## src/dcest_data_pkg.sv

```systemverilog
package dcest_data_pkg;

  localparam int IQ_W   = 16;
  localparam int LANES  = 8;
  localparam int WORD_W = IQ_W * LANES;
  localparam int ADDR_W = 8;
  localparam int ACC_W  = 40;
  localparam int RES_W  = 32;

  // one signed lane, even lanes carry I and odd lanes carry Q
  typedef logic signed [IQ_W-1:0] iq_t;

  // buffer word, lane k at bits 16k+15 down to 16k
  typedef logic [WORD_W-1:0] ram_word_t;

  // 256 words cover the largest block of 16 x 16
  typedef logic [ADDR_W-1:0] addr_t;

  typedef logic signed [ACC_W-1:0] acc_t;

  typedef logic [RES_W-1:0] result_t;

  // one buffer access as seen by the arbiter
  typedef struct packed {
    logic      we;
    addr_t     addr;
    ram_word_t wdata;
  } mem_req_t;

endpackage

```

## src/ram_arbiter.sv

```systemverilog
module ram_arbiter
  import dcest_data_pkg::*;
(
  input  logic      clk,
  input  logic      rst_n,
  input  logic      i_ld_req,
  input  mem_req_t  i_ld_mem,
  output logic      o_ld_ack,
  input  logic      i_rd_req,
  input  mem_req_t  i_rd_mem,
  output logic      o_rd_ack,
  output ram_word_t o_rd_data,
  output mem_req_t  o_mem,
  output logic      o_mem_en,
  input  ram_word_t i_mem_rdata
);

  typedef enum logic [1:0] {
    ARB_IDLE,
    ARB_ACCESS,
    ARB_ACK,
    ARB_RELEASE
  } arb_state_t;

  arb_state_t state_q;
  arb_state_t state_d;
  logic       last_rd_q;
  logic       pick_rd;
  logic       gnt_req;
  logic       ack_on;
  ram_word_t  rd_data_q;

  // on a tie the client not served last wins
  assign pick_rd = i_rd_req & (~i_ld_req | ~last_rd_q);

  // request of the client holding the grant
  assign gnt_req = last_rd_q ? i_rd_req : i_ld_req;

  ////////////////////////////////////////////////////////////////////////////
  // buffer port, driven on the grant cycle only
  ////////////////////////////////////////////////////////////////////////////

  assign o_mem_en = (state_q == ARB_IDLE) & (i_ld_req | i_rd_req);
  assign o_mem    = pick_rd ? i_rd_mem : i_ld_mem;

  // acks go up with the read data and stay up until the request drops
  assign ack_on   = (state_q == ARB_ACCESS) | (state_q == ARB_ACK);
  assign o_ld_ack = ack_on & ~last_rd_q;
  assign o_rd_ack = ack_on & last_rd_q;

  assign o_rd_data = (state_q == ARB_ACCESS) ? i_mem_rdata : rd_data_q;

  always_comb begin
    state_d = state_q;
    case (state_q)
      ARB_IDLE: begin
        if (i_ld_req | i_rd_req) begin
          state_d = ARB_ACCESS;
        end
      end
      ARB_ACCESS: begin
        state_d = ARB_ACK;
      end
      ARB_ACK: begin
        if (!gnt_req) begin
          state_d = ARB_RELEASE;
        end
      end
      default: begin
        state_d = ARB_IDLE;
      end
    endcase
  end

  always_ff @(posedge clk or negedge rst_n) begin
    if (!rst_n) begin
      state_q   <= ARB_IDLE;
      last_rd_q <= 1'b0;
    end else begin
      state_q <= state_d;
      if (o_mem_en) begin
        last_rd_q <= pick_rd;
      end
    end
  end

  // hold the word for the rest of the ack phase
  always_ff @(posedge clk) begin
    if (state_q == ARB_ACCESS) begin
      rd_data_q <= i_mem_rdata;
    end
  end

endmodule

```

## config.mk

```make
export PLATFORM = sky130hd
export DESIGN_NAME = ram_arbiter
export DESIGN_NICKNAME = d
export VERILOG_FILES = /design/src/dcest_data_pkg.sv /design/src/ram_arbiter.sv
export SDC_FILE = /design/constraint.sdc
export NUM_CORES = 1
export LEC_CHECK = 0
export BUFFER_PORTS_ARGS = -buffer_cell sky130_fd_sc_hd__clkbuf_2
export CORE_AREA = 2 2 263 265
export DETAILED_ROUTE_END_ITERATION = 6
export DIE_AREA = 0 0 265 267
export PLACE_DENSITY = 0.36
export SLEW_MARGIN = 20
export SYNTH_ARGS = -nofsm -noshare
export SYNTH_HDL_FRONTEND = slang
export SYNTH_SLANG_ARGS = --single-unit
export TNS_END_PERCENT = 5
```

## constraint.sdc

```tcl
create_clock -name clk -period 2.1 [get_ports clk]
set_input_delay 0.105 -clock clk [delete_from_list [all_inputs] [get_ports clk]]
set_output_delay 0.105 -clock clk [all_outputs]
set_load 0.02 [all_outputs]
```

==> flow_summary.ini <==
[logic_synthesis]
ys_seq_elements = 131
yosysWarningCount = 0
synth_cells = 441
yosys.cell_types.count = 19
postSynthAreaPerCell_sq_um = 14.97
ys_seq_area_frac = 0.3995
synth_fp_nets = 850
synth_area_sq_um = 6601

[finish]
stdcell_count = 2180
final_cell_mix = clkbuf_2 (511), mux2_4 (168), dlygate4sd3_1 (132)
final_area_sq_um = 14620
final_common_cell = clkbuf_2
post_route_cells_drive_above_1_share = 0.7910
fin_nets = 1688
syn2layout_area_growth_pct = 121.5

[die]
chipHeight_um = 267
die-area_sq_um = 70760
floorplan.rows = 96
io_pins = 674
die_x_um = 265
core_area_sq_um = 67990
start_util = 0.09710

[place]
dp_hpwl_um = 35500
dp.cells = 1981
gp_congestion = 0.8960
place_area_sq_um = 10910
numPortBuffers = 673

[sta]
slew_viol_final = 0
max_freq_ghz = 0.4686
fin_skew_ns = 0.01295
setup_ws_ns = -0.03414
tightestPinTransition_ns = 0.2018
slew-limit-headroom = 0.8651
hold_viol = 0
finalSetupViolCount = 51
min_period_ns = 2.134
post-route-period-util = 1.016
rsz0062_at_grt = yes

[status]
violations = setup timing
status = finished with violations

[min_path]
hold_end = state_q[0]
hold_path_startpoint = i_rd_req
hold_depth = 4
hp-class = primary input to flip-flop

[clocking]
worstSkewPairLatency_ns = 0.44
cts.sinks = 131
htree_levels = 4
cts_tree = built
cts_buffer_depth = 2
clk_pin_slew_ns = 0.07
clock-root-buffer = clkbuf_16
cts_buffers = 17

[power_and_ir_drop]
total_power_uw = 20160
p_leak_uw = 0.007183
p_per_area_nw_per_um2 = 1378
vdd_drop_max_mv = 1.157

[setup_path]
crit_required_ns = 2.00
reg2reg_from = state_q[0]
cp_max_fo = 5
regToRegSetupSlack_ns = 0.45
regToRegEndpoint = last_rd_q
criticalPathCategory = flip-flop to output pin
worst_setup_path_end_kind = output pin
start_kind = flip-flop
worstRegToRegCells = 5
cp.arrival_ns = 2.03

[routing]
drtIter0Drc = 233
vias = 7095
wl_per_cell_um = 20.38
drc = 0
drt-total-wl_um = 44430
first_pass_iters = 4
avgViaCountPerCell = 3.255
ant_nets = 0

[global_routing]
grt_max_degree = 22
grtUsageTotal = 0.1156
grt_overflow = 0
grt_antenna_before_repair = 13
grt_pass1_wl_um = 56130
grt_pass1_vias = 7316

[run]
cap_violations = 0
[routing by layer]
| metal | track usage | part of all wire | vias to the layer above |
|---|---|---|---|
| met3 | 0.03497 | 0.078 | 68 |
| met5 | 0 | 0.0015 | - |
| met4 | 0.06306 | 0.052 | 10 |
| li1 | - | - | 3286 |
| met2 | 0.2176 | 0.52 | 434 |
| met1 | 0.1126 | 0.34 | 3297 |
[worst max-delay path by stage]
| stage | endpoint | startpoint |
|---|---|---|
| 3_5_place_dp | o_mem[52] | last_rd_q |
| 5_1_grt | o_rd_data[24] | state_q[1] |
| 3_3_place_gp | o_mem[52] | last_rd_q |
| 6_report | o_mem[23] | last_rd_q |
| 4_1_cts | o_mem[136] | last_rd_q |
| 2_1_floorplan | rd_data_q[107] | state_q[1] |
[cell type report]
| type | instances | area [sq um] |
|---|---|---|
| antenna | 6 | 15.01 |
| clock buffer | 18 | 439.2 |
| clock inverter | 14 | 222.7 |
| fill | 7469 | 53360 |
| inverter | 2 | 7.507 |
| multi-input combinational | 279 | 3765 |
| sequential | 131 | 2639 |
| tap | 882 | 1104 |
| timing repair buffer | 848 | 6431 |
[critical path, stage by stage, from the launching register on]
cell and delay [ns]:
dfrtp_2 0.42, a21boi_4 0.15, buf_12 0.16, clkbuf_16 0.19
buf_4 0.13, mux2_4 0.34, clkbuf_16 0.17
[Yosys cell counts]
master / count / share of area
a21boi_4: 1 / 0.0028
a21oi_1: 1 / 0.00076
a22oi_2: 1 / 0.0019
a31oi_1: 1 / 0.00095
and2_2: 1 / 0.0011
and2b_2: 1 / 0.0013
buf_12: 11 / 0.033
buf_2: 14 / 0.011
buf_6: 1 / 0.0017
buf_8: 3 / 0.0068
dfrtp_1: 3 / 0.011
dfxtp_1: 128 / 0.39
ha_1: 3 / 0.0057
inv_1: 2 / 0.0011
mux2_2: 137 / 0.23
mux2_4: 130 / 0.30
nor2_1: 1 / 0.00057
nor2b_1: 1 / 0.00095
o22a_1: 1 / 0.0013
[report_power, final]
part	switching, uW	leakage (uW)	internal (uW)
Combinational	6390	0.00575	6150
Sequential	334	0.00111	3870
Clock	1250	0.000318	2150
[cells by family after synthesis]
| family | share of synthesized area |
|---|---|
| buf+inv | 0.05364 |
| mux | 0.5294 |
| fa+ha+maj | 0.005687 |
| compound gates | 0.007771 |
| flops | 0.3995 |
| simple gates | 0.003981 |
[metrics by stage]
stage / util / hold WS, ns / TNS [ns] / setup slack, ns
after floorplan: - / -0.1906 / 0 / 0.5447
after global placement: 0.1604 / -0.09129 / 0 / 0.2431
after detailed placement: 0.1604 / -0.08912 / 0 / 0.2104
after CTS: 0.2035 / 0.1685 / -18.05 / -0.1485
after global routing: 0.2149 / 0.2077 / -17.28 / -0.1116
final: 0.2151 / 0.2212 / -0.6894 / -0.03414
[timing repair]
action	in CTS	in global routing
pin swaps	1	0
hold buffers	132	0
cloned	9	9
endpoints found under the setup margin	251	264
resized for setup	147	301
setup buffers	10	2
endpoints found under the hold margin	132	0
[state kept, by name, indices dropped and copies added (netlist names)]
| signal | cells |
|---|---|
| last_rd_q | 1 |
| rd_data_q | 128 |
| state_q | 2 |
Note: power is estimated with default switching activity, not from simulation.
