### src/dcest_data_pkg.sv
package dcest_data_pkg;

  localparam int IQ_W   = 16;
  localparam int LANES  = 8;
  localparam int WORD_W = IQ_W * LANES;
  localparam int ADDR_W = 8;
  localparam int ACC_W  = 40;
  localparam int RES_W  = 32;

  // one signed lane, even lanes carry I and odd lanes carry Q
  typedef logic signed [IQ_W-1:0] iq_t;

  // buffer word, lane k at bits 16k+15 down to 16k
  typedef logic [WORD_W-1:0] ram_word_t;

  // 256 words cover the largest block of 16 x 16
  typedef logic [ADDR_W-1:0] addr_t;

  typedef logic signed [ACC_W-1:0] acc_t;

  typedef logic [RES_W-1:0] result_t;

  // one buffer access as seen by the arbiter
  typedef struct packed {
    logic      we;
    addr_t     addr;
    ram_word_t wdata;
  } mem_req_t;

endpackage

### src/sample_loader.sv
module sample_loader
  import dcest_data_pkg::*;
(
  input  logic      clk,
  input  logic      rst_n,
  input  logic      i_host_req,
  input  ram_word_t i_host_word,
  output logic      o_host_ack,
  input  logic      i_restart,
  output logic      o_mem_req,
  output mem_req_t  o_mem,
  input  logic      i_mem_ack
);

  typedef enum logic [1:0] {
    LD_IDLE,
    LD_WRITE,
    LD_DONE,
    LD_RELEASE
  } ld_state_t;

  ld_state_t state_q;
  ld_state_t state_d;
  addr_t     wptr_q;

  // host word goes straight to the buffer at the write pointer
  assign o_mem      = mem_req_t'{we: 1'b1, addr: wptr_q, wdata: i_host_word};
  assign o_mem_req  = (state_q == LD_WRITE);
  assign o_host_ack = (state_q == LD_RELEASE);

  always_comb begin
    state_d = state_q;
    case (state_q)
      LD_IDLE: begin
        if (i_host_req) begin
          state_d = LD_WRITE;
        end
      end
      LD_WRITE: begin
        if (i_mem_ack) begin
          state_d = LD_DONE;
        end
      end
      // buffer handshake must finish before the host sees an ack
      LD_DONE: begin
        if (!i_mem_ack) begin
          state_d = LD_RELEASE;
        end
      end
      default: begin
        if (!i_host_req) begin
          state_d = LD_IDLE;
        end
      end
    endcase
  end

  always_ff @(posedge clk or negedge rst_n) begin
    if (!rst_n) begin
      state_q <= LD_IDLE;
      wptr_q  <= '0;
    end else begin
      state_q <= state_d;
      if (i_restart) begin
        wptr_q <= '0;
      end else if ((state_q == LD_DONE) && !i_mem_ack) begin
        wptr_q <= wptr_q + 1'b1;
      end
    end
  end

endmodule

### config.mk
export PLATFORM = sky130hd
export DESIGN_NAME = sample_loader
export DESIGN_NICKNAME = d
export VERILOG_FILES = /design/src/dcest_data_pkg.sv /design/src/sample_loader.sv
export SDC_FILE = /design/constraint.sdc
export NUM_CORES = 1
export LEC_CHECK = 0
export BUFFER_PORTS_ARGS = -buffer_cell sky130_fd_sc_hd__buf_2
export CAP_MARGIN = 10
export CORE_AREA = 2 2 105 107
export CTS_CLUSTER_DIAMETER = 120
export DETAILED_ROUTE_END_ITERATION = 12
export DIE_AREA = 0 0 107 109
export PLACE_DENSITY = 0.57
export SYNTH_ARGS = -nofsm -noshare
export SYNTH_HDL_FRONTEND = slang
export SYNTH_SLANG_ARGS = --single-unit
### constraint.sdc
create_clock -name clk -period 2.55 [get_ports clk]
set_input_delay 0.765 -clock clk [delete_from_list [all_inputs] [get_ports clk]]
set_output_delay 0.765 -clock clk [all_outputs]
set_load 0.05 [all_outputs]
==> results.md <==
- The run finished with clean final reports.
- After clock tree synthesis, the repair step resized 0 gates.
- The area of the core is between 10000 and 15000 um2.
- The critical path goes through inv_1 -> ha_1 -> buf_2.
- Synthesis produced a netlist with a net count of 325.
- The routed layout has approximately 630 vias.
- In this run the number of H-tree levels came out at 1.
- After filler insertion, the fill cell instance count of the layout stands at about 1200.
- Global routing used about 5.6% of the available tracks across all layers.
- Of the total power, the clock network draws about a quarter.
- The data required time at the worst endpoint is 1.79 ns.
- After clock tree synthesis, the setup repair step added 0 buffers.
- The smallest clock period supported by the final layout is computed as between 2 and 2.5 ns.
- around 270 I/O pins were placed.
- The initial core utilization is around 15%.
- The fraction of final layout cells sized beyond drive strength 1 is a little under a third.
- Measured in cells, the most critical reg-to-reg path has a length of 5.
- The number of failing setup endpoints in the final timing report is 0.
- In the routed layout, each cell is associated on average with a via count of just under 3.
- The total clock buffers created by CTS is 3.
- The switching share of total power is a little over two fifths.
- The number of global-route vias before repair is approximately 630.
- Across all register-to-register paths, the minimum setup slack is 0.64 ns.
- From synthesis to final layout, the design area changed by -43.3%.
- The die is roughly 110 um tall.
- For met3 alone, demand over resource in global routing was about 5%.
- The final critical path takes up between 70% and 80% of the cycle.
- The largest net degree at the start of global routing is 11.
- The number of unique standard cell types used by synthesis is 28.
- The leakage dissipation is slightly below 0.4 nW.
- Setup repair after global routing left no endpoint under its margin.
- At the worst endpoint, the arrival time is approximately 1.3 ns.
- In the final routed layout, each cell accounts on average for 17.1 um.
- The type of element capturing the critical path is an output port.
- The terminus of the critical flop-to-flop path is state_q[1].
- The highest clock rate is 0.497 GHz.
- The met1 layer usage reported by global route is between 3 and 4%.
- In this run, post-CTS hold repair placed 0 buffers.
- In the final design database the tool counted roughly 210 nets.
- The detailed router's first-iteration violation count is 13.
- The worst stage delay on the critical path is between 0.4 and 0.5 ns.
- The maximum root-to-sink buffer count is 2.
- During placement, the flow inserted port buffers numbering 14.
- Clock tree synthesis selected as its root buffer the cell clkbuf_8.
- Of the synthesized area, sequential elements account for 15.8%.
- The fraction of power consumed by sequential logic is 31.5%.
- The clock transition at the registers of the reported paths is ~0.05 ns.
- The average instance area after synthesis is about 8.5 um2.
- The first detailed-routing pass took 3 iterations.
- The tightest min-delay check is of the in2async type.
- Combinational logic burns 45.0% of the power.
- The clock reaches the later pin of the worst-skew pair after 0.23 ns.
- The residual antenna-violating net count after detailed routing is 0.
- The final global-route overflow total is 0.
- IR analysis of the VDD net gives a maximum drop of ~0.39 mV.
- In this run the power density over the cells is roughly 760 nW/um2.
- During synthesis, Yosys emitted a total of 0 warnings.
- The startpoint type of the worst setup path is a flip-flop.
- The last weighted congestion value of the routability-driven placer is between 0.6 and 0.7.
- The count of final hold-check violations is 0.
- Max-cap violations in this run came to 0.
- The final layout contains routed wiring with a total length of approximately 3.6 mm.
- The internal power is slightly below 400 uW.
- The most used routing layer in global routing is met2.
- TritonCTS built the clock tree.
- The global routing met2 resource utilization is a little under a tenth.
- The total count of max-transition violations in the final report was 0.
- The initial antenna violation count is 0.
- The repair_antennas step left the layout with diodes totalling 0.
- The aggregate negative setup slack is 0 ns.
- Clock tree synthesis found a total of 10 sinks.
- At the end of the flow the core is filled with cells to 8.47%.
- The die covers 11700 um2.
- The number of cells produced by synthesis is ~190.
- The horizontal die dimension is between 100 and 150 um.
- The HPWL after detailed placement is 3.21 mm.
- After detailed routing, the number of remaining DRC violations is 0.
- The kind of critical path is reg2out.
- The post-route clock skew is between 0.0015 and 0.002 ns.
- After synthesis the cells add up to ~1600 um2.
- The net switching component of the power is approximately 280 uW.
- The first global-routing pass estimated between 4 and 5 mm of wire.
- In this run the critical register-to-register path is launched from state_q[0].
- The cell at the slowest stage of the critical path is dfrtp_1.
- Along the worst path, the maximum fanout reaches 5.
- The count of state elements after synthesis is 10.
- Row generation in the floorplan step produced 38 rows.
[cell families (layout without fill, tap and decap cells)]
family	count (synthesis)	after routing	share of synthesized area (%)
other	1	1	0.237
flip-flops	10	10	15.8
AND/OR/NAND/NOR	20	20	9.40
AO/OA/AOI/OAI	9	9	3.32
multiplexers	5	5	3.32
buffers and inverters	133	20	62.1
XOR/XNOR	2	2	1.11
adder cells (fa/ha/maj)	6	6	4.74
[cells in the final DEF (no fill, tap or decap), drive strengths merged, types with 2 or more instances in the layout]
| cell type | netlist | final |
|---|---|---|
| clkbuf | 0 | 3 |
| dfrtp | 10 | 10 |
| inv | 3 | 3 |
| mux2 | 2 | 2 |
| or3 | 2 | 2 |
| nor2b | 2 | 2 |
| xnor2 | 2 | 2 |
| buf | 130 | 14 |
| mux2i | 3 | 3 |
| nand3 | 2 | 2 |
| nand4b | 2 | 2 |
| o31ai | 2 | 2 |
| ha | 6 | 6 |
| o21ai | 2 | 2 |
| a21oi | 4 | 4 |
| nor2 | 3 | 3 |
| or4 | 2 | 2 |
| nand4 | 2 | 2 |
[area by class of cell]
type	count	area (um2)	area share, %
inverters	3	11.3	1.25
clock buffers	3	41.3	4.60
multi-input cells	43	350	39.0
flip-flops and latches	10	250	27.9
well taps	140	175	19.5
repair buffers	14	70.1	7.80
[routing by layer]
layer / vias up / part of all wire, %
met5: - / 0
met4: 0 / 9.2
met3: 38 / 23
met2: 78 / 47
met1: 283 / 20
li1: 234 / -
[registers in the layout (all words and copies together), names as in the netlist]
register	count
wptr_q	8
state_q	2
[worst max-delay path by stage]
stage / startpoint / to / slack [ns] / cells past startpoint
floorplan: state_q[1] / state_q[1] / 0.66 / 5
global placement: state_q[0] / state_q[1] / 0.71 / 5
detailed placement: state_q[0] / state_q[1] / 0.65 / 5
CTS: state_q[1] / o_mem_req / 0.52 / 3
global route: state_q[1] / o_mem_req / 0.48 / 3
finish: state_q[1] / o_mem_req / 0.54 / 3
[critical path, delay by kind of cell, from the launching register on]
family / cells / cell delay (ns)
adders and majority gates: 1 / 0.20
DFF: 1 / 0.43
buffers and inverters: 2 / 0.39
[synthesized netlist by cell type]
cell	count	area share [%]
buf_4	129	61
dfrtp_1	10	16
ha_1	6	4.7
a21oi_1	4	1.3
inv_1	3	0.71
mux2i_1	3	1.9
nor2_1	3	0.71
mux2_2	2	1.4
nand4_1	2	0.79
nor2b_1	2	0.79
o21ai_0	2	0.63
o31ai_1	2	0.95
or4_1	2	0.95
xnor2_1	2	1.1
and2b_2	1	0.55
buf_1	1	0.24
conb_1	1	0.24
nand2_1	1	0.24
nand2b_1	1	0.40
nand3_1	1	0.32
nand3_2	1	0.63
nand3b_1	1	0.47
nand4b_1	1	0.55
nand4b_4	1	1.5
o21bai_1	1	0.47
or3_1	1	0.40
or3_2	1	0.47
or4b_1	1	0.63
[per-stage QoR]
| step | std cells | instance area [um2] | worst slack [ns] | power (mW) | hold WS (ns) |
|---|---|---|---|---|---|
| floorplan | 186 | 1580 | 0.661 | 1.00 | 0.469 |
| detailed placement | 210 | 857 | 0.645 | 0.524 | 0.557 |
| global placement | 210 | 857 | 0.709 | 0.508 | 0.543 |
| global route | 213 | 898 | 0.482 | 0.724 | 0.410 |
| CTS | 213 | 898 | 0.515 | 0.692 | 0.399 |
| finish | 213 | 898 | 0.537 | 0.679 | 0.401 |
[power groups by stage]
stage	clock network (mW)	registers, mW	logic (mW)
after floorplan	0	0.232	0.769
after global placement	0	0.212	0.296
after detailed placement	0	0.214	0.309
after CTS	0.168	0.213	0.310
after global routing	0.177	0.217	0.331
final	0.160	0.214	0.305
Power figures use the tool's default switching activity.
