$ cat src/dcest_data_pkg.sv
package dcest_data_pkg;

  localparam int IQ_W   = 16;
  localparam int LANES  = 8;
  localparam int WORD_W = IQ_W * LANES;
  localparam int ADDR_W = 8;
  localparam int ACC_W  = 40;
  localparam int RES_W  = 32;

  // one signed lane, even lanes carry I and odd lanes carry Q
  typedef logic signed [IQ_W-1:0] iq_t;

  // buffer word, lane k at bits 16k+15 down to 16k
  typedef logic [WORD_W-1:0] ram_word_t;

  // 256 words cover the largest block of 16 x 16
  typedef logic [ADDR_W-1:0] addr_t;

  typedef logic signed [ACC_W-1:0] acc_t;

  typedef logic [RES_W-1:0] result_t;

  // one buffer access as seen by the arbiter
  typedef struct packed {
    logic      we;
    addr_t     addr;
    ram_word_t wdata;
  } mem_req_t;

endpackage

$ cat src/dcest_cfg_pkg.sv
package dcest_cfg_pkg;

  // block limits, counted as size minus one
  localparam int SMP_W       = 4;
  localparam int CHP_W       = 4;

  // gain and output scaling
  localparam int SCALE_W     = 17;
  localparam int SCALE_SHIFT = 16;
  localparam int OUT_SHIFT   = 8;

  typedef logic [SMP_W-1:0]   smp_cnt_t;
  typedef logic [CHP_W-1:0]   chp_cnt_t;
  typedef logic [SCALE_W-1:0] scale_t;

  typedef enum logic {
    EST_COMPLEX = 1'b0,
    EST_REAL    = 1'b1
  } est_mode_t;

  // run configuration, latched by the reader at run start
  typedef struct packed {
    est_mode_t mode;
    smp_cnt_t  smp_cnt;
    chp_cnt_t  chp_cnt;
    scale_t    scale;
  } dcest_cfg_t;

endpackage
$ cat src/frame_reader.sv
module frame_reader
  import dcest_cfg_pkg::*;
  import dcest_data_pkg::*;
(
  input  logic       clk,
  input  logic       rst_n,
  input  logic       i_run_req,
  input  dcest_cfg_t i_cfg,
  output logic       o_run_ack,
  output result_t    o_result,
  output logic       o_start,
  output logic       o_mem_req,
  output mem_req_t   o_mem,
  input  logic       i_mem_ack,
  input  ram_word_t  i_mem_rdata,
  output logic       o_word_valid,
  output ram_word_t  o_word,
  output logic       o_word_last,
  output est_mode_t  o_mode,
  output scale_t     o_scale,
  input  result_t    i_result,
  input  logic       i_result_valid
);

  typedef enum logic [2:0] {
    RD_IDLE,
    RD_FETCH,
    RD_RELEASE,
    RD_WAIT,
    RD_ACK
  } rd_state_t;

  rd_state_t  state_q;
  rd_state_t  state_d;
  dcest_cfg_t cfg_q;
  smp_cnt_t   smp_q;
  chp_cnt_t   chp_q;
  addr_t      addr_q;
  logic       done_q;
  logic       at_last;
  logic       take;

  // both counters at their limits marks the final word of the block
  assign at_last = (smp_q == cfg_q.smp_cnt) & (chp_q == cfg_q.chp_cnt);
  assign take    = (state_q == RD_FETCH) & i_mem_ack;

  assign o_start   = (state_q == RD_IDLE) & i_run_req;
  assign o_mem_req = (state_q == RD_FETCH);
  assign o_mem     = mem_req_t'{we: 1'b0, addr: addr_q, wdata: '0};
  assign o_run_ack = (state_q == RD_ACK);
  assign o_mode    = cfg_q.mode;
  assign o_scale   = cfg_q.scale;

  always_comb begin
    state_d = state_q;
    case (state_q)
      RD_IDLE: begin
        if (i_run_req) begin
          state_d = RD_FETCH;
        end
      end
      RD_FETCH: begin
        if (i_mem_ack) begin
          state_d = RD_RELEASE;
        end
      end
      RD_RELEASE: begin
        if (!i_mem_ack) begin
          state_d = done_q ? RD_WAIT : RD_FETCH;
        end
      end
      RD_WAIT: begin
        if (i_result_valid) begin
          state_d = RD_ACK;
        end
      end
      default: begin
        if (!i_run_req) begin
          state_d = RD_IDLE;
        end
      end
    endcase
  end

  ////////////////////////////////////////////////////////////////////////////
  // sample and chirp counters
  ////////////////////////////////////////////////////////////////////////////

  always_ff @(posedge clk or negedge rst_n) begin
    if (!rst_n) begin
      state_q      <= RD_IDLE;
      cfg_q        <= '0;
      smp_q        <= '0;
      chp_q        <= '0;
      addr_q       <= '0;
      done_q       <= 1'b0;
      o_word_valid <= 1'b0;
      o_word_last  <= 1'b0;
    end else begin
      state_q      <= state_d;
      o_word_valid <= take;
      o_word_last  <= take & at_last;
      if (o_start) begin
        cfg_q  <= i_cfg;
        smp_q  <= '0;
        chp_q  <= '0;
        addr_q <= '0;
        done_q <= 1'b0;
      end else if (take) begin
        addr_q <= addr_q + 1'b1;
        done_q <= at_last;
        // chirp steps when the sample count wraps
        if (smp_q == cfg_q.smp_cnt) begin
          smp_q <= '0;
          chp_q <= chp_q + 1'b1;
        end else begin
          smp_q <= smp_q + 1'b1;
        end
      end
    end
  end

  always_ff @(posedge clk) begin
    if (take) begin
      o_word <= i_mem_rdata;
    end
    if ((state_q == RD_WAIT) && i_result_valid) begin
      o_result <= i_result;
    end
  end

endmodule

$ cat config.mk
export PLATFORM = sky130hd
export DESIGN_NAME = frame_reader
export DESIGN_NICKNAME = d
export VERILOG_FILES = /design/src/dcest_data_pkg.sv /design/src/dcest_cfg_pkg.sv /design/src/frame_reader.sv
export SDC_FILE = /design/constraint.sdc
export NUM_CORES = 1
export LEC_CHECK = 0
export BUFFER_PORTS_ARGS = -buffer_cell sky130_fd_sc_hd__buf_2
export CORE_AREA = 2 2 198 200
export CTS_CLUSTER_DIAMETER = 100
export DETAILED_ROUTE_END_ITERATION = 6
export DIE_AREA = 0 0 200 202
export PLACE_DENSITY = 0.57
export SYNTH_ARGS = -nofsm -noshare
export SYNTH_HDL_FRONTEND = slang
export SYNTH_SLANG_ARGS = --single-unit
$ cat constraint.sdc
create_clock -name clk -period 5.3 [get_ports clk]
set_clock_uncertainty 0.1 [all_clocks]
set_input_delay 0.795 -clock clk [delete_from_list [all_inputs] [get_ports clk]]
set_output_delay 0.795 -clock clk [all_outputs]
set_load 0.01 [all_outputs]
==> impl_results.html, run 1 <==
<table>
<tr><th>Metric</th><th>Value</th></tr>
<tr><th colspan="2">STA</th></tr>
<tr><td>Max-Slew Margin vs Limit</td><td>30.3%</td></tr>
<tr><td>Setup Viol. Count Final</td><td>0</td></tr>
<tr><td>Count of final max-slew check failures</td><td>0</td></tr>
<tr><td>Final hold vios</td><td>0</td></tr>
<tr><td>Sum of negative setup slack</td><td>0 ns</td></tr>
<tr><td>RSZ-0062 raised after global routing</td><td>false</td></tr>
<tr><td>Final period util</td><td>55.8%</td></tr>
<tr><td>Max Clk Rate</td><td>338 MHz</td></tr>
<tr><td>Hold Slack</td><td>0.247 ns</td></tr>
<tr><td>Transition at the pin with the smallest max-transition slack</td><td>1.05 ns</td></tr>
<tr><td>Post-route minimum period</td><td>2.96 ns</td></tr>
<tr><td>Post-layout worst setup margin</td><td>2.34 ns</td></tr>
<tr><th colspan="2">Routing</th></tr>
<tr><td>Avg WL per Cell</td><td>15.3 um</td></tr>
<tr><td>DR iter-0 viols</td><td>144</td></tr>
<tr><td>Total number of vias</td><td>4797</td></tr>
<tr><td>Post-detailed-route DRC marker count</td><td>0</td></tr>
<tr><td>First-pass iteration count of the detailed router</td><td>4</td></tr>
<tr><td>Via-to-Cell Ratio</td><td>3.42</td></tr>
<tr><td>Antenna-violating nets left</td><td>0</td></tr>
<tr><td>Total wirelength of the detailed-routed design</td><td>21.5 mm</td></tr>
<tr><th colspan="2">Yosys</th></tr>
<tr><td>Main flop type after synthesis</td><td>sky130_fd_sc_hd__edfxtp_1</td></tr>
<tr><td>Synthesized instance count</td><td>481</td></tr>
<tr><td>Fraction of registers with async set or reset after synthesis</td><td>23.1%</td></tr>
<tr><td>Most common cell in the synthesized netlist</td><td>sky130_fd_sc_hd__edfxtp_1</td></tr>
<tr><td>Proportion of netlist area held by the largest area contributor</td><td>59.5%</td></tr>
<tr><td>Average instance area after synthesis</td><td>16.8 um^2</td></tr>
<tr><td>Number of enable-type register cells in the synthesized netlist</td><td>160</td></tr>
<tr><td>Number of warning messages in the yosys log</td><td>0</td></tr>
<tr><td>Commonest cells post-synth</td><td>sky130_fd_sc_hd__edfxtp_1 (160), sky130_fd_sc_hd__buf_4 (146), sky130_fd_sc_hd__dfrtp_1 (48)</td></tr>
<tr><td>Portion of the post-synthesis area used by sequential elements</td><td>74.4%</td></tr>
<tr><td>Largest area contributor in the synthesized netlist</td><td>sky130_fd_sc_hd__edfxtp_1</td></tr>
<tr><td>Netlist cell types</td><td>40</td></tr>
<tr><td>Most area-consuming cells after synthesis</td><td>sky130_fd_sc_hd__edfxtp_1 (59%), sky130_fd_sc_hd__dfrtp_1 (15%), sky130_fd_sc_hd__buf_4 (14%), sky130_fd_sc_hd__mux2_2 (3.6%), sky130_fd_sc_hd__xnor2_1 (1.1%)</td></tr>
<tr><td>Post-synthesis sequential element count</td><td>208</td></tr>
<tr><td>Total standard cell area after synthesis</td><td>8080 um^2</td></tr>
<tr><th colspan="2">Worst setup path</th></tr>
<tr><td>Logic depth of the worst register-to-register path</td><td>3</td></tr>
<tr><td>Cell breakdown of the critical path</td><td>nor4b_4, buf_4, buf_2</td></tr>
<tr><td>Crit start category</td><td>flop</td></tr>
<tr><td>Endpoint of the most critical register-to-register path</td><td>o_word[99]</td></tr>
<tr><td>Biggest cell delay along the critical path</td><td>0.50 ns</td></tr>
<tr><td>Dominant delay contributor by cell family on the critical path</td><td>buffers and inverters</td></tr>
<tr><td>Critical path origin</td><td>state_q[2]</td></tr>
<tr><td>Data required time at the worst endpoint</td><td>4.41 ns</td></tr>
<tr><td>Category of the worst setup path capture point</td><td>output pin</td></tr>
<tr><td>Worst path bufs/invs</td><td>2</td></tr>
<tr><td>Crit Path Class</td><td>flop to output pin</td></tr>
<tr><td>Worst path slowest cell</td><td>sky130_fd_sc_hd__dfrtp_1</td></tr>
<tr><td>Data arrival, critical path</td><td>2.06 ns</td></tr>
<tr><td>Register-to-register path setup slack</td><td>2.76 ns</td></tr>
<tr><td>R2r startpoint</td><td>state_q[1]</td></tr>
<tr><td>Maximum fanout encountered on the critical timing path</td><td>39</td></tr>
<tr><th colspan="2">Layout</th></tr>
<tr><td>Number of nets in the finished design</td><td>1060</td></tr>
<tr><td>Share of layout cells above drive strength 1</td><td>51.6%</td></tr>
<tr><td>Area added between synthesis and finish</td><td>33.0%</td></tr>
<tr><th colspan="2">Outcome</th></tr>
<tr><td>Run status</td><td>completed</td></tr>
<tr><th colspan="2">CTS</th></tr>
<tr><td>Latest clock arrival within the worst-skew pair</td><td>0.55 ns</td></tr>
<tr><td>Max Root-Sink Buffers</td><td>3</td></tr>
<tr><td>Register clock-pin slew on the reported worst setup and hold paths</td><td>0.06 ns</td></tr>
<tr><td>CTS-repair resized insts</td><td>0</td></tr>
<tr><td>Depth of the CTS H-tree</td><td>1</td></tr>
<tr><td>Clock tree from TritonCTS</td><td>yes</td></tr>
<tr><td>Clock tree root buffer cell</td><td>sky130_fd_sc_hd__clkbuf_16</td></tr>
<tr><td>Num CTS Buffers</td><td>25</td></tr>
<tr><td>Clock tree sinks</td><td>208</td></tr>
<tr><td>Post-CTS Setup Repair Bufs</td><td>0</td></tr>
<tr><td>Number of buffers inserted for hold repair after clock tree synthesis</td><td>0</td></tr>
<tr><th colspan="2">Floorplan</th></tr>
<tr><td>Die X-Extent</td><td>200 um</td></tr>
<tr><td>Number of cell rows</td><td>72</td></tr>
<tr><td>Die Footprint</td><td>40400 um^2</td></tr>
<tr><td>Number of top-level pins</td><td>511</td></tr>
<tr><td>Overall die height</td><td>202 um</td></tr>
<tr><td>Starting density of the core</td><td>21.1%</td></tr>
<tr><td>Floorplan core area</td><td>38300 um^2</td></tr>
<tr><th colspan="2">Power and ir drop</th></tr>
<tr><td>Power density cells</td><td>462 nW/um^2</td></tr>
<tr><td>Total power consumption of the routed design</td><td>4.96 mW</td></tr>
<tr><td>Max VDD drop</td><td>0.278 mV</td></tr>
<tr><td>Leakage power of the design</td><td>4.69 nW</td></tr>
<tr><th colspan="2">Job</th></tr>
<tr><td>Max-cap viol count</td><td>0</td></tr>
<tr><th colspan="2">Hold path</th></tr>
<tr><td>Min-delay worst type</td><td>input port to asynchronous set/reset pin</td></tr>
<tr><th colspan="2">Placed design</th></tr>
<tr><td>Buffers added on ports</td><td>381</td></tr>
<tr><td>Worst slack at placement</td><td>2.37 ns</td></tr>
<tr><td>Global placer's final weighted congestion</td><td>0.753</td></tr>
<tr><td>Post-detail-place hpwl</td><td>16.4 mm</td></tr>
<tr><th colspan="2">GRT</th></tr>
<tr><td>Wire length of the first global-routing pass</td><td>29.3 mm</td></tr>
<tr><td>Overall Global Routing Usage</td><td>9.83%</td></tr>
<tr><td>Initial antenna violation count</td><td>10</td></tr>
<tr><td>Largest net degree at the start of global routing</td><td>111</td></tr>
<tr><td>GRT Residual Overflow</td><td>0</td></tr>
<tr><td>Via count of the first global-routing pass</td><td>4685</td></tr>
</table>
[logic make-up (layout without fill, tap and decap cells)]
group	count (synthesis)	count (layout)	share of synthesized area [%]
AOI/OAI and AO/OA	20	20	1.63
xor gates and xnor gates	14	14	1.52
adders and majority gates	3	3	0.465
buffers and inverters	159	432	14.5
and+or+nand+nor	48	48	3.49
muxes	28	28	3.94
DFF	208	208	74.4
other	1	132	0.0464
[stage by stage]
step | util, % | cells | area (um^2)
final | 28.0 | 1403 | 10700
after global routing | 28.0 | 1400 | 10700
after CTS | 28.0 | 1400 | 10700
after detailed placement | 26.1 | 1357 | 10000
after global placement | 26.1 | 1357 | 10000
after floorplan | - | 609 | 8560
[layout by cell type, fill, tap and decap left out, types with 2 or more instances in the layout]
| master | netlist | layout |
|---|---|---|
| sky130_fd_sc_hd__a21oi_1 | 3 | 3 |
| sky130_fd_sc_hd__edfxtp_1 | 160 | 160 |
| sky130_fd_sc_hd__nor2_1 | 10 | 10 |
| sky130_fd_sc_hd__buf_4 | 146 | 4 |
| sky130_fd_sc_hd__xor2_1 | 4 | 4 |
| sky130_fd_sc_hd__xnor2_1 | 10 | 10 |
| sky130_fd_sc_hd__nand3_1 | 4 | 4 |
| sky130_fd_sc_hd__buf_2 | 6 | 381 |
| sky130_fd_sc_hd__conb_1 | 1 | 129 |
| sky130_fd_sc_hd__inv_1 | 3 | 3 |
| sky130_fd_sc_hd__o31ai_1 | 4 | 4 |
| sky130_fd_sc_hd__nand2_1 | 12 | 12 |
| sky130_fd_sc_hd__nand2b_1 | 2 | 2 |
| sky130_fd_sc_hd__o21ai_0 | 6 | 6 |
| sky130_fd_sc_hd__clkbuf_16 | 0 | 25 |
| sky130_fd_sc_hd__or2_2 | 2 | 2 |
| sky130_fd_sc_hd__mux2_2 | 26 | 26 |
| sky130_fd_sc_hd__clkinvlp_4 | 0 | 3 |
| sky130_fd_sc_hd__nor2b_1 | 2 | 2 |
| sky130_fd_sc_hd__clkinv_2 | 0 | 4 |
| sky130_fd_sc_hd__ha_1 | 3 | 3 |
| sky130_fd_sc_hd__dfrtp_1 | 48 | 48 |
| sky130_fd_sc_hd__nor3_1 | 3 | 3 |
| sky130_fd_sc_hd__diode_2 | 0 | 3 |
| sky130_fd_sc_hd__clkbuf_1 | 0 | 5 |
| sky130_fd_sc_hd__inv_6 | 0 | 2 |
| sky130_fd_sc_hd__clkinv_1 | 0 | 4 |
| sky130_fd_sc_hd__nand4_1 | 4 | 4 |
[flip-flops by register name, indices dropped and copies added (netlist names)]
name and flops:
o_word_last 1, o_scale 17, o_result 32, addr_q 8
done_q 1, chp_q 4, smp_q 4, cfg_q 8
o_mode 1, state_q 3, o_word 128, o_word_valid 1
[worst max path at each step]
| stage | cells after the start | end | slack, ns |
|---|---|---|---|
| floorplan | 2 | o_result[0] | 1.44 |
| global placement | 4 | o_word[99] | 2.42 |
| detailed placement | 4 | o_word[98] | 2.37 |
| CTS | 3 | o_start | 2.28 |
| global route | 3 | o_start | 2.20 |
| finish | 3 | o_start | 2.34 |
[cell type report]
type                            instances  area, um^2
Clock buffer                           30         644
Antenna cell                            3        7.51
Inverter                                4        20.0
Sequential cell                       208        6010
Clock inverter                         13        86.3
Timing Repair Buffer                  385        1940
Multi-Input combinational cell        242        1390
Fill cell                            3960       27500
Tap cell                              518         648
[per-layer routing]
layer	routed length, um	vias to the layer above	global-route usage, %
met1	7760	2279	10.6
met2	10600	249	17.0
li1	-	2211	-
met3	2520	44	4.74
met4	469	14	2.72
met5	91	-	0
[where the power goes]
part           switching (mW)  internal (mW)
Combinational           0.634          0.429
Clock                   0.678          0.868
Sequential              0.168           2.18
Total                    1.48           3.48
[worst reg2reg max path: cells and delay by family, from the launching register on]
kind / cells / cell delay (ns)
DFF: 1 / 0.49
buffers and inverters: 2 / 1.20
and+or+nand+nor: 1 / 0.40
Power figures use the tool's default switching activity.
==> run 2: changes to the inputs <==
--- a/config.mk
+++ b/config.mk
@@ -6,11 +6,11 @@
 export NUM_CORES = 1
 export LEC_CHECK = 0
 export BUFFER_PORTS_ARGS = -buffer_cell sky130_fd_sc_hd__buf_2
-export CORE_AREA = 2 2 198 200
+export CORE_AREA = 2 2 197 199
 export CTS_CLUSTER_DIAMETER = 100
 export DETAILED_ROUTE_END_ITERATION = 6
-export DIE_AREA = 0 0 200 202
-export PLACE_DENSITY = 0.57
+export DIE_AREA = 0 0 199 201
+export PLACE_DENSITY = 0.59
 export SYNTH_ARGS = -nofsm -noshare
 export SYNTH_HDL_FRONTEND = slang
 export SYNTH_SLANG_ARGS = --single-unit
==> constraint.sdc (replaced) <==
create_clock -name clk -period 2.6 [get_ports clk]
set_clock_uncertainty 0.1 [all_clocks]
set_input_delay 0.39 -clock clk [delete_from_list [all_inputs] [get_ports clk]]
set_output_delay 0.39 -clock clk [all_outputs]
set_load 0.01 [all_outputs]
==> run 2 against run 1 <==
  * Sequential power up 110%
  * Critical endpoint unchanged
  * Largest power group unchanged
  * Cell area is 19% higher
  * Clock power rose by 130%
==> impl_results.html, run 2 (synthesis results as in run 1) <==
<table>
<tr><th>Metric</th><th>Value</th></tr>
<tr><th colspan="2">Outcome</th></tr>
<tr><td>Run status</td><td>completed</td></tr>
<tr><th colspan="2">Placed design</th></tr>
<tr><td>Dpl cells</td><td>1361</td></tr>
<tr><td>Buffers added on ports</td><td>381</td></tr>
<tr><td>Worst slack at placement</td><td>0.537 ns</td></tr>
<tr><td>Global placer's final weighted congestion</td><td>0.792</td></tr>
<tr><td>Post-detail-place hpwl</td><td>16.8 mm</td></tr>
<tr><th colspan="2">CTS</th></tr>
<tr><td>Register clock-pin slew on the reported worst setup and hold paths</td><td>0.05 ns</td></tr>
<tr><td>Clock tree root buffer cell</td><td>sky130_fd_sc_hd__clkbuf_16</td></tr>
<tr><td>Num CTS Buffers</td><td>25</td></tr>
<tr><td>Depth of the CTS H-tree</td><td>1</td></tr>
<tr><td>Post-CTS Setup Repair Bufs</td><td>0</td></tr>
<tr><td>Max Root-Sink Buffers</td><td>3</td></tr>
<tr><td>Clock tree sinks</td><td>208</td></tr>
<tr><td>Latest clock arrival within the worst-skew pair</td><td>0.53 ns</td></tr>
<tr><td>Clock tree from TritonCTS</td><td>yes</td></tr>
<tr><th colspan="2">Worst setup path</th></tr>
<tr><td>Biggest cell delay along the critical path</td><td>0.50 ns</td></tr>
<tr><td>Worst path slowest cell</td><td>sky130_fd_sc_hd__dfrtp_1</td></tr>
<tr><td>Category of the worst setup path capture point</td><td>output pin</td></tr>
<tr><td>Critical path origin</td><td>state_q[2]</td></tr>
<tr><td>Crit Path Class</td><td>flop to output pin</td></tr>
<tr><td>Data required time at the worst endpoint</td><td>2.11 ns</td></tr>
<tr><td>Dominant delay contributor by cell family on the critical path</td><td>flip-flops</td></tr>
<tr><td>Data arrival, critical path</td><td>1.88 ns</td></tr>
<tr><td>Crit start category</td><td>flop</td></tr>
<tr><td>Maximum fanout encountered on the critical timing path</td><td>39</td></tr>
<tr><td>R2r startpoint</td><td>state_q[1]</td></tr>
<tr><td>Cell breakdown of the critical path</td><td>nor4b_4, buf_12, buf_2</td></tr>
<tr><td>Worst path bufs/invs</td><td>2</td></tr>
<tr><th colspan="2">Power and ir drop</th></tr>
<tr><td>Total power consumption of the routed design</td><td>10.9 mW</td></tr>
<tr><td>Power density cells</td><td>850 nW/um^2</td></tr>
<tr><td>Max VDD drop</td><td>0.511 mV</td></tr>
<tr><td>Leakage power of the design</td><td>5.57 nW</td></tr>
<tr><th colspan="2">Floorplan</th></tr>
<tr><td>Number of top-level pins</td><td>511</td></tr>
<tr><td>Overall die height</td><td>201 um</td></tr>
<tr><td>Floorplan core area</td><td>38100 um^2</td></tr>
<tr><td>Die X-Extent</td><td>199 um</td></tr>
<tr><td>Starting density of the core</td><td>21.2%</td></tr>
<tr><td>Number of cell rows</td><td>72</td></tr>
<tr><td>Die Footprint</td><td>40000 um^2</td></tr>
<tr><th colspan="2">Routing</th></tr>
<tr><td>DR iter-0 viols</td><td>212</td></tr>
<tr><td>Post-detailed-route DRC marker count</td><td>0</td></tr>
<tr><td>Total number of vias</td><td>5598</td></tr>
<tr><td>Antenna-violating nets left</td><td>0</td></tr>
<tr><td>Avg WL per Cell</td><td>15.3 um</td></tr>
<tr><td>Via-to-Cell Ratio</td><td>3.51</td></tr>
<tr><td>First-pass iteration count of the detailed router</td><td>4</td></tr>
<tr><td>Total wirelength of the detailed-routed design</td><td>24.3 mm</td></tr>
<tr><th colspan="2">GRT</th></tr>
<tr><td>Overall Global Routing Usage</td><td>11.3%</td></tr>
<tr><td>Initial antenna violation count</td><td>0</td></tr>
<tr><td>GRT Residual Overflow</td><td>0</td></tr>
<tr><td>Largest net degree at the start of global routing</td><td>47</td></tr>
<tr><td>Wire length of the first global-routing pass</td><td>33.9 mm</td></tr>
<tr><td>Via count of the first global-routing pass</td><td>5645</td></tr>
<tr><th colspan="2">Job</th></tr>
<tr><td>Max-cap viol count</td><td>0</td></tr>
<tr><th colspan="2">STA</th></tr>
<tr><td>Post-route minimum period</td><td>2.37 ns</td></tr>
<tr><td>Setup Viol. Count Final</td><td>0</td></tr>
<tr><td>Sum of negative setup slack</td><td>0 ns</td></tr>
<tr><td>RSZ-0062 raised after global routing</td><td>false</td></tr>
<tr><td>Final period util</td><td>91.3%</td></tr>
<tr><td>Post-layout worst setup margin</td><td>0.227 ns</td></tr>
<tr><td>Transition at the pin with the smallest max-transition slack</td><td>0.647 ns</td></tr>
<tr><td>Max-Slew Margin vs Limit</td><td>56.9%</td></tr>
<tr><td>Final hold vios</td><td>0</td></tr>
<tr><td>Max Clk Rate</td><td>421 MHz</td></tr>
<tr><td>Count of final max-slew check failures</td><td>0</td></tr>
<tr><th colspan="2">Layout</th></tr>
<tr><td>Post-layout instance count excluding filler cells</td><td>1594</td></tr>
<tr><td>Share of layout cells above drive strength 1</td><td>43.3%</td></tr>
<tr><td>Number of nets in the finished design</td><td>1251</td></tr>
<tr><td>Leading cell type in the layout, fill and taps excluded</td><td>sky130_fd_sc_hd__buf_2</td></tr>
<tr><td>Area added between synthesis and finish</td><td>58.6%</td></tr>
<tr><td>Max FFs per register</td><td>128</td></tr>
<tr><td>Area occupied by registers</td><td>6010 um^2</td></tr>
<tr><td>Multi-input combinational cell area</td><td>1400 um^2</td></tr>
<tr><td>Most frequent cells in the layout</td><td>sky130_fd_sc_hd__buf_2 (381), sky130_fd_sc_hd__dlygate4sd3_1 (187), sky130_fd_sc_hd__edfxtp_1 (160)</td></tr>
<tr><td>Most flops, register</td><td>o_word</td></tr>
<tr><td>FILL cells</td><td>3708</td></tr>
<tr><td>Count of antenna diodes in the layout</td><td>0</td></tr>
<tr><th colspan="2">Hold path</th></tr>
<tr><td>Hold_sp</td><td>i_run_req</td></tr>
<tr><td>Min-delay worst type</td><td>input port to flop</td></tr>
</table>
## run 2: final timing paths
| check | end | slack [ns] | cells after the start |
|---|---|---|---|
| setup / recovery | o_start | 0.23 | 3 |
| hold / removal | state_q[2] | 0.06 | 3 |
| setup reg to reg | o_word[111] | 0.55 | 3 |
| hold reg to reg | o_scale[3] | 0.40 | 1 |
| max in group asynchronous | addr_q[6] | 1.43 | 3 |
| min in group asynchronous | state_q[0] | 0.32 | 2 |
## run 2: power by group
group,switching [mW],internal [mW],leakage (nW)
Sequential,0.396,4.43,2.08
Combinational,1.37,1.12,3.08
Clock,1.39,2.18,0.418
Total,3.15,7.74,5.57
## run 2: metal layers
metal  wire length [um]  track usage, %  up-vias
met4                696            3.94        0
met5                  0               0        -
met2              13000            21.3      258
met3               1830            2.96       40
met1               8880            12.0     2705
li1                   -               -     2595
## run 2: what timing repair did
item	4_1_cts	5_1_grt
hold buffers	187	0
gates resized for setup	0	0
endpoints found under the hold margin	212	0
## run 2: final cells by class
type                       instances  share of cell area (%)
sequential                       208                    46.9
inverter                           4                   0.156
multi-input combinational        242                    10.9
timing repair buffer             576                    30.3
clock buffer                      33                    5.35
clock inverter                    13                    1.37
tap                              518                    5.06
## run 2: stage by stage
stage | hold WS, ns | util (%) | cell area, um^2
6_report | 0.0571 | 33.6 | 12800
3_3_place_gp | 0.365 | 26.4 | 10100
4_1_cts | 0.0243 | 33.6 | 12800
2_1_floorplan | -0.00559 | - | 8560
5_1_grt | 0.0320 | 33.6 | 12800
3_5_place_dp | 0.364 | 26.4 | 10100
## run 2: worst reg2reg max path: cells and delay by family (launching register included)
family        cells  cell delay, ns
simple gates      1            0.41
flops             1            0.50
buf+inv           2            0.69
